--- config.mk ---
export PLATFORM = sky130hd
export DESIGN_NAME = cdr_top
export DESIGN_NICKNAME = d
export VERILOG_FILES = /design/src/common/cdr_data_pkg.sv /design/src/common/cdr_cfg_pkg.sv /design/src/mm_cdr/mm_pd.sv /design/src/mm_cdr/mm_cdr.sv /design/src/hdl/cdr_snapshot.sv /design/src/hdl/cdr_top.sv
export VERILOG_INCLUDE_DIRS = /design/src /design/src/common
export SDC_FILE = /design/constraint.sdc
export NUM_CORES = 1
export LEC_CHECK = 0
export BUFFER_PORTS_ARGS = -buffer_cell sky130_fd_sc_hd__buf_2
export CAP_MARGIN = 25
export CELL_PAD_IN_SITES_DETAIL_PLACEMENT = 1
export CELL_PAD_IN_SITES_GLOBAL_PLACEMENT = 1
export CORE_MARGIN = 2
export CORE_UTILIZATION = 43
export CTS_CLUSTER_SIZE = 8
export DETAILED_ROUTE_END_ITERATION = 16
export PLACE_DENSITY_LB_ADDON = 0.15
export SETUP_SLACK_MARGIN = 0.4
export SLEW_MARGIN = 10
export SYNTH_ARGS = -nofsm -noshare
export SYNTH_HDL_FRONTEND = slang
export SYNTH_SLANG_ARGS = --single-unit
--- constraint.sdc ---
create_clock -name clk -period 7.3 [get_ports clk]
set_input_delay 0.365 -clock clk [delete_from_list [all_inputs] [get_ports clk]]
set_output_delay 0.365 -clock clk [all_outputs]
set_load 0.005 [all_outputs]
--- src/common/cdr_settings.svh ---
`ifndef CDR_SETTINGS_SVH
`define CDR_SETTINGS_SVH

//////////////////// datapath widths

// parallel lanes per adc word
`define NTI 4

// adc code width, two's complement
`define NADC 8

// sliced symbol width
`define NSYM 3

//////////////////// interpolator side

// control word width per interpolator
`define NPI 8

// interpolators driven from one loop
`define NOUT 2

//////////////////// loop filter

// fractional bits below the integer phase
`define PHASE_EST_SHIFT 12

// width of the kp / ki shift fields
`define GAIN_WIDTH 4

`endif

--- src/common/cdr_data_pkg.sv ---
`include "cdr_settings.svh"

package cdr_data_pkg;

    //////////////////// adc side

    typedef logic signed [`NADC-1:0] adc_code_t;
    typedef logic signed [`NSYM-1:0] sym_t;

    // index 0 is the earliest lane in time
    typedef adc_code_t [`NTI-1:0] adc_word_t;
    typedef sym_t [`NTI-1:0] sym_word_t;

    //////////////////// loop side

    // detector output, two guard bits over a code
    typedef logic signed [`NADC+1:0] phase_err_t;

    // phase / freq accumulators and their updates
    typedef logic signed [`NADC+1+`PHASE_EST_SHIFT:0] loop_acc_t;

    //////////////////// interpolator side

    typedef logic [`NPI-1:0] pi_ctl_t;
    typedef pi_ctl_t [`NOUT-1:0] pi_ctl_bus_t;

endpackage

--- src/common/cdr_cfg_pkg.sv ---
`include "cdr_settings.svh"

package cdr_cfg_pkg;

    import cdr_data_pkg::*;

    //////////////////// static loop configuration

    typedef struct packed {
        logic [`GAIN_WIDTH-1:0] kp;   // proportional left shift
        logic [`GAIN_WIDTH-1:0] ki;   // integral left shift
        logic invert;                 // flip detector sign
        logic en_freq_est;            // integral path on
        logic en_clamp;
        loop_acc_t clamp_amt;         // bound on a single phase step
        logic en_ext_pi_ctl;
        pi_ctl_t ext_pi_ctl;          // forced interpolator code
        phase_err_t pd_offset;        // added inside the detector
    } cdr_cfg_t;

    //////////////////// debug read-back

    // one consistent pair, taken in a single cycle
    typedef struct packed {
        phase_err_t phase_est;
        loop_acc_t freq_est;
    } cdr_status_t;

endpackage

--- src/mm_cdr/mm_pd.sv ---
`timescale 1ns/1ps

`include "cdr_settings.svh"

module mm_pd import cdr_data_pkg::*; (
    input  adc_word_t  codes_i,
    input  sym_word_t  syms_i,
    input  phase_err_t pd_offset_i,
    output phase_err_t pd_err_o
);

    // room for 2*(NTI-1) products plus the offset
    localparam int SUM_W   = `NADC + `NSYM + $clog2(2 * `NTI) + 1;
    localparam int ERR_MAX = 2 ** (`NADC + 1) - 1;
    localparam int ERR_MIN = -(2 ** (`NADC + 1));

    logic signed [SUM_W-1:0] pd_sum;
    logic signed [SUM_W-1:0] pd_acc;

    //////////////////// mueller-muller cross products

    always_comb begin
        pd_sum = '0;
        // lane 0 has no earlier neighbour in this word
        for (int k = 1; k < `NTI; k++) begin
            pd_sum = pd_sum + codes_i[k] * syms_i[k-1]
                            - codes_i[k-1] * syms_i[k];
        end
    end

    //////////////////// offset and saturation

    always_comb begin
        pd_acc = pd_sum + pd_offset_i;   // offset sign-extends

        if (pd_acc > ERR_MAX) begin
            pd_err_o = phase_err_t'(ERR_MAX);
        end else if (pd_acc < ERR_MIN) begin
            pd_err_o = phase_err_t'(ERR_MIN);
        end else begin
            pd_err_o = pd_acc[`NADC+1:0];
        end
    end

endmodule

--- src/mm_cdr/mm_cdr.sv ---
`timescale 1ns/1ps

`include "cdr_settings.svh"

module mm_cdr import cdr_data_pkg::*, cdr_cfg_pkg::*; (
    input  logic        clk,
    input  logic        ext_rstb,
    input  cdr_cfg_t    cfg_i,
    input  adc_word_t   codes_i,
    input  sym_word_t   syms_i,
    output pi_ctl_bus_t pi_ctl_o,
    output logic        freq_lvl_cross_o,
    output phase_err_t  phase_est_o,
    output loop_acc_t   freq_upd_o
);

    phase_err_t pd_err;
    phase_err_t phase_err_d;
    phase_err_t phase_err_q;

    loop_acc_t err_ext;           // error widened to accumulator width
    loop_acc_t freq_upd;
    loop_acc_t freq_est_d;
    loop_acc_t freq_est_q;
    loop_acc_t prev_freq_upd_q;
    loop_acc_t phase_upd;
    loop_acc_t phase_upd_clamped;
    loop_acc_t phase_est_d;
    loop_acc_t phase_est_q;
    loop_acc_t clamp_min_q;
    loop_acc_t clamp_max_q;

    logic signed [$bits(loop_acc_t):0] freq_diff;   // one bit over, no wrap
    logic signed [`NPI-1:0] phase_est_out;
    logic freq_lvl_cross;

    //////////////////// phase detector

    mm_pd i_mm_pd (
        .codes_i     (codes_i),
        .syms_i      (syms_i),
        .pd_offset_i (cfg_i.pd_offset),
        .pd_err_o    (pd_err)
    );

    assign phase_err_d = cfg_i.invert ? -pd_err : pd_err;

    //////////////////// clamp bounds

    always_ff @(posedge clk or negedge ext_rstb) begin
        if (!ext_rstb) begin
            clamp_min_q <= '0;
            clamp_max_q <= '0;
        end else begin
            clamp_min_q <= -cfg_i.clamp_amt;
            clamp_max_q <= cfg_i.clamp_amt;
        end
    end

    //////////////////// loop filter

    always_comb begin
        err_ext = phase_err_q;   // sign extension

        // integral path
        freq_upd   = err_ext << cfg_i.ki;
        freq_est_d = freq_est_q + (cfg_i.en_freq_est ? freq_upd : loop_acc_t'(0));
        freq_diff  = freq_upd - prev_freq_upd_q;

        // proportional path plus current frequency
        phase_upd = (err_ext << cfg_i.kp) + freq_est_q;

        if (cfg_i.en_clamp && (phase_upd < clamp_min_q)) begin
            phase_upd_clamped = clamp_min_q;
        end else if (cfg_i.en_clamp && (phase_upd > clamp_max_q)) begin
            phase_upd_clamped = clamp_max_q;
        end else begin
            phase_upd_clamped = phase_upd;
        end

        phase_est_d = phase_est_q + phase_upd_clamped;
    end

    // arithmetic shift by PHASE_EST_SHIFT, low NPI bits kept
    assign phase_est_out = phase_est_q[`PHASE_EST_SHIFT +: `NPI];

    always_ff @(posedge clk or negedge ext_rstb) begin
        if (!ext_rstb) begin
            phase_err_q     <= '0;
            freq_est_q      <= '0;
            prev_freq_upd_q <= '0;
            phase_est_q     <= '0;
        end else begin
            phase_err_q     <= phase_err_d;
            freq_est_q      <= freq_est_d;
            prev_freq_upd_q <= freq_upd;
            if (cfg_i.en_ext_pi_ctl) begin
                // park the integer phase on the forced code
                phase_est_q <= loop_acc_t'(cfg_i.ext_pi_ctl) << `PHASE_EST_SHIFT;
            end else begin
                phase_est_q <= phase_est_d;
            end
        end
    end

    //////////////////// frequency trend

    always_ff @(posedge clk or negedge ext_rstb) begin
        if (!ext_rstb) begin
            freq_lvl_cross <= 1'b0;
        end else begin
            freq_lvl_cross <= (freq_diff > 0);   // update still rising
        end
    end

    //////////////////// outputs

    // override shows at once, no register in the way
    always_comb begin
        for (int i = 0; i < `NOUT; i++) begin
            pi_ctl_o[i] = cfg_i.en_ext_pi_ctl ? cfg_i.ext_pi_ctl : pi_ctl_t'(phase_est_out);
        end
    end

    assign freq_lvl_cross_o = freq_lvl_cross;
    assign phase_est_o      = phase_est_out;   // sign-extended for read-back
    assign freq_upd_o       = freq_upd;

endmodule

--- src/hdl/cdr_snapshot.sv ---
`timescale 1ns/1ps

module cdr_snapshot import cdr_data_pkg::*, cdr_cfg_pkg::*; (
    input  logic        clk,
    input  logic        ext_rstb,
    input  logic        sample_req_i,
    input  phase_err_t  phase_est_i,
    input  loop_acc_t   freq_upd_i,
    output cdr_status_t status_o
);

    typedef enum logic [1:0] {
        WAIT,     // request must drop first
        READY,    // armed for a rising request
        SAMPLE    // capture on the next edge
    } snap_state_t;

    snap_state_t state;
    cdr_status_t status_q;

    always_ff @(posedge clk or negedge ext_rstb) begin
        if (!ext_rstb) begin
            state    <= WAIT;
            status_q <= '0;
        end else begin
            case (state)
                WAIT: begin
                    if (!sample_req_i) state <= READY;
                end
                READY: begin
                    if (sample_req_i) state <= SAMPLE;
                end
                SAMPLE: begin
                    status_q.phase_est <= phase_est_i;
                    status_q.freq_est  <= freq_upd_i;
                    state              <= WAIT;   // held request waits here
                end
                default: state <= WAIT;
            endcase
        end
    end

    assign status_o = status_q;

endmodule

--- src/hdl/cdr_top.sv ---
`timescale 1ns/1ps

module cdr_top import cdr_data_pkg::*, cdr_cfg_pkg::*; (
    input  logic        clk,
    input  logic        ext_rstb,
    input  cdr_cfg_t    cfg_i,
    input  adc_word_t   codes_i,
    input  sym_word_t   syms_i,
    input  logic        sample_req_i,
    output pi_ctl_bus_t pi_ctl_o,
    output logic        freq_lvl_cross_o,
    output cdr_status_t status_o
);

    phase_err_t phase_est;
    loop_acc_t  freq_upd;

    //////////////////// timing loop

    mm_cdr i_mm_cdr (
        .clk              (clk),
        .ext_rstb         (ext_rstb),
        .cfg_i            (cfg_i),
        .codes_i          (codes_i),
        .syms_i           (syms_i),
        .pi_ctl_o         (pi_ctl_o),
        .freq_lvl_cross_o (freq_lvl_cross_o),
        .phase_est_o      (phase_est),
        .freq_upd_o       (freq_upd)
    );

    //////////////////// debug capture

    cdr_snapshot i_cdr_snapshot (
        .clk          (clk),
        .ext_rstb     (ext_rstb),
        .sample_req_i (sample_req_i),
        .phase_est_i  (phase_est),
        .freq_upd_i   (freq_upd),
        .status_o     (status_o)
    );

endmodule

==> flow_summary.json <==
{
  "outcome": "finished, violations left",
  "violated_checks": "negative hold slack, negative setup slack",
  "synthesis.yosys.warnings": 0,
  "wirelength_um": 59110,
  "antenna_found_initial": 4,
  "final-max-slew-violation-count": 0,
  "layout_worst_path_cycle_share_pct": 100.9,
  "endpoint_kind": "register",
  "gpl.final_weighted_congestion": 0.8755,
  "critPathLaunchType": "register",
  "cap_viol_max_count": 0,
  "ioPinCount": 148,
  "area_growth_pct": 30.13,
  "chipWidth_um": 210.0,
  "clock-sinks": 150,
  "clock-root-buffer": "sky130_fd_sc_hd__clkbuf_16",
  "number_of_cells_produced_by_synthesis": 2060,
  "worst_setup_path_category": "reg2reg",
  "cp.required_ns": 7.64,
  "coreArea_sq_mm": 0.04195,
  "numCtsBuffers": 17,
  "post_synth_main_area_contributors": "sky130_fd_sc_hd__dfrtp_1, sky130_fd_sc_hd__fa_1, sky130_fd_sc_hd__ha_1",
  "clkSlewWorstSetupHoldPaths_ns": 0.07,
  "synth_async_sr_flop_share_pct": 100.0,
  "ys_dominant_reg_cell": "sky130_fd_sc_hd__dfrtp_1",
  "setup_slack_ns": -0.06832,
  "clockBufferDepth": 2,
  "via_per_inst": 5.348,
  "hp-class": "in2async",
  "cts_hold_bufs": 0,
  "maxClockFrequency_mhz": 135.7,
  "grt-ovfl-total": 0,
  "netlist-cell-type-count": 79,
  "rows": 75,
  "final_layout_size_suffix_gt1_share_pct": 29.32,
  "grt_start_max_net_pins": 87,
  "path_common_cell": "sky130_fd_sc_hd__buf_4",
  "synth.largest_area_cell": "sky130_fd_sc_hd__dfrtp_1",
  "synthesis.nets": 2529,
  "worst_hold_slack_ns": -0.04391,
  "first_global_vias": 17750,
  "pre_cts_ws_ns": -0.4831,
  "grt_setup_unrepaired": "true",
  "die-height_um": 210.0,
  "synth.cell_area_sq_mm": 0.01825,
  "detail_route.iter0.violations": 775,
  "maxSlewHeadroom_pct": 29.84,
  "clk-insertion-delay-late_ns": 0.46,
  "first_pass_iters": 5,
  "finalWorstPathRequiredPeriod_ns": 7.368,
  "slowest_delay_ns": 0.37,
  "starting_utilization_of_the_core_area_pct": 43.51,
  "drc_errors": 0,
  "die_area_sq_mm": 0.04411,
  "hold_viol": 18,
  "grt_first_pass_wirelength_um": 90750,
  "detail_route.wl_per_cell_um": 19.45,
  "fin_skew_ns": 0.01231,
  "seq_area_frac_synth_pct": 20.56,
  "synth_seq_cells": 150,
  "finalSetupViolCount": 1,
  "crit_fanout": 5,
  "grt_use_total_pct": 25.92,
  "worst-slew-pin-transition_ns": 1.050,
  "edff_count_synth": 0,
  "routed-via-count": 16250,
  "ctsHtreeMaxLevel": 4,
  "layout.nets": 2953,
  "syn-mean-instance-area_sq_um": 8.860,
  "critical_path_arrival_ns": 7.71,
  "route.antenna.remaining_nets": 0,
  "port_buffer_count": 147,
  "dpl.cell_count": 2919,
  "critical_path.slowest_cell": "sky130_fd_sc_hd__a221o_1",
  "setup_total_negative_slack_ns": -0.06832,
  "tritoncts": "yes",
  "post-synth-top-area-fraction_pct": 20.56,
  "dp_hpwl_um": 45540,
  "final_cells": 3039
}
cells in the mapped netlist, types with 6 or more instances:
cell type / number
sky130_fd_sc_hd__inv_1: 349
sky130_fd_sc_hd__ha_1: 192
sky130_fd_sc_hd__fa_1: 178
sky130_fd_sc_hd__nand2_1: 169
sky130_fd_sc_hd__dfrtp_1: 150
sky130_fd_sc_hd__nor2_1: 121
sky130_fd_sc_hd__a21oi_1: 96
sky130_fd_sc_hd__and2_1: 64
sky130_fd_sc_hd__o21ai_0: 63
sky130_fd_sc_hd__xnor2_1: 63
sky130_fd_sc_hd__clkbuf_1: 48
sky130_fd_sc_hd__a21o_1: 46
sky130_fd_sc_hd__mux2i_1: 45
sky130_fd_sc_hd__xor2_1: 38
sky130_fd_sc_hd__nor3_1: 37
sky130_fd_sc_hd__nor2b_1: 34
sky130_fd_sc_hd__o21ai_1: 34
sky130_fd_sc_hd__nand2b_1: 33
sky130_fd_sc_hd__nand3_1: 28
sky130_fd_sc_hd__mux2_2: 25
sky130_fd_sc_hd__a31oi_1: 22
sky130_fd_sc_hd__a211oi_1: 19
sky130_fd_sc_hd__and3_1: 15
sky130_fd_sc_hd__o21a_1: 15
sky130_fd_sc_hd__buf_4: 11
sky130_fd_sc_hd__o211ai_1: 11
sky130_fd_sc_hd__o31ai_1: 10
sky130_fd_sc_hd__nand4_1: 9
sky130_fd_sc_hd__o21bai_1: 9
sky130_fd_sc_hd__o22ai_1: 7
sky130_fd_sc_hd__or3_1: 7
sky130_fd_sc_hd__nand3b_1: 6
sky130_fd_sc_hd__nor4_1: 6
sky130_fd_sc_hd__or2_2: 6
flip-flops by register name (all words and copies together) (netlist names):
register and cells:
i_mm_cdr.clamp_max_q 21, i_mm_cdr.prev_freq_upd_q 22, i_mm_cdr.phase_est_q 20, i_cdr_snapshot.status_o 30, i_mm_cdr.clamp_min_q 22, i_mm_cdr.freq_lvl_cross_o 1, i_mm_cdr.phase_err_q 10, i_mm_cdr.freq_est_q 22
i_cdr_snapshot.state 2
per-stage QoR:
| step | instance area [sq um] | utilization [%] |
|---|---|---|
| 2_1_floorplan | 18480 | - |
| 3_3_place_gp | 21340 | 50.87 |
| 3_5_place_dp | 21340 | 50.87 |
| 4_1_cts | 22550 | 53.76 |
| 5_1_grt | 23750 | 56.61 |
| 6_report | 23750 | 56.63 |
cell families after synthesis:
group / after synthesis / synth area share, %
adders and majority gates: 370 / 32.68
and+or+nand+nor: 555 / 14.86
xor gates and xnor gates: 101 / 4.846
muxes: 74 / 4.319
DFF: 150 / 20.56
AOI/OAI and AO/OA: 394 / 13.93
buffers and inverters: 416 / 8.795
layout by cell type, fill, tap and decap left out, types with 24 or more instances in the layout:
cell,count
sky130_fd_sc_hd__a21o_1,46
sky130_fd_sc_hd__a21oi_1,73
sky130_fd_sc_hd__and2_1,56
sky130_fd_sc_hd__buf_2,131
sky130_fd_sc_hd__buf_4,292
sky130_fd_sc_hd__buf_6,38
sky130_fd_sc_hd__dfrtp_1,147
sky130_fd_sc_hd__fa_1,166
sky130_fd_sc_hd__ha_1,171
sky130_fd_sc_hd__inv_1,330
sky130_fd_sc_hd__mux2_2,24
sky130_fd_sc_hd__mux2i_1,37
sky130_fd_sc_hd__nand2_1,161
sky130_fd_sc_hd__nand2b_1,29
sky130_fd_sc_hd__nand3_1,25
sky130_fd_sc_hd__nor2_1,107
sky130_fd_sc_hd__nor2b_1,29
sky130_fd_sc_hd__nor3_1,32
sky130_fd_sc_hd__o21ai_0,54
sky130_fd_sc_hd__o21ai_1,31
sky130_fd_sc_hd__xnor2_1,58
sky130_fd_sc_hd__xor2_1,35
metal layers:
layer | track usage [%] | share of wire [%] | up-vias
met2 | 47.06 | 52 | 293
met3 | 3.084 | 2.6 | 111
li1 | - | - | 7651
met4 | 7.801 | 2.5 | 2
met1 | 32.26 | 43 | 8196
met5 | 0 | 0.020 | -
path summary, 6_finish.rpt:
kind                                                      from                                  end  slack [ns]  cells past startpoint
max                          i_mm_cdr.phase_err_q[7]$_DFF_PN0_   i_mm_cdr.phase_est_q[19]$_DFF_PN0_       -0.07                     43
max reg2reg                  i_mm_cdr.phase_err_q[7]$_DFF_PN0_   i_mm_cdr.phase_est_q[19]$_DFF_PN0_       -0.07                     43
max in group asynchronous                             ext_rstb    i_mm_cdr.clamp_min_q[2]$_DFF_PN0_        5.99                      2
min                                                   ext_rstb   i_mm_cdr.clamp_min_q[19]$_DFF_PN0_       -0.04                      1
min reg2reg                i_cdr_snapshot.state[1]$_DFFE_PN0P_  i_cdr_snapshot.state[1]$_DFFE_PN0P_        0.47                      1
min in group clk                                     cfg_i[40]   i_mm_cdr.clamp_max_q[21]$_DFF_PN0_        0.05                      1
timing repair:
item,in CTS,in global routing
pin swaps,61,124
gates cloned,0,0
gates resized for setup,63,211
endpoints found under the setup margin,13,20
buffers inserted,53,31
worst max-delay path, delay by kind of cell (launching register included):
| kind | cells | cell delay, ns |
|---|---|---|
| AO/OA/AOI/OAI | 12 | 2.47 |
| XOR/XNOR | 2 | 0.26 |
| adder cells (fa/ha/maj) | 2 | 0.52 |
| buffers and inverters | 21 | 2.57 |
| flip-flops | 1 | 0.36 |
| multiplexers | 3 | 0.59 |
| AND/OR/NAND/NOR | 3 | 0.48 |
cell type report:
cell class	instances	area (sq um)
multi-input combinational	1494	14010
sequential	150	3757
clock inverter	11	113.9
tap	539	674.4
inverter	352	1328
timing repair buffer	469	3388
fill	4919	18190
clock buffer	21	470.5
antenna	3	7.507
Power is not shown: default switching activity piles up to over one toggle a cycle in this logic, so the estimate is an artifact.
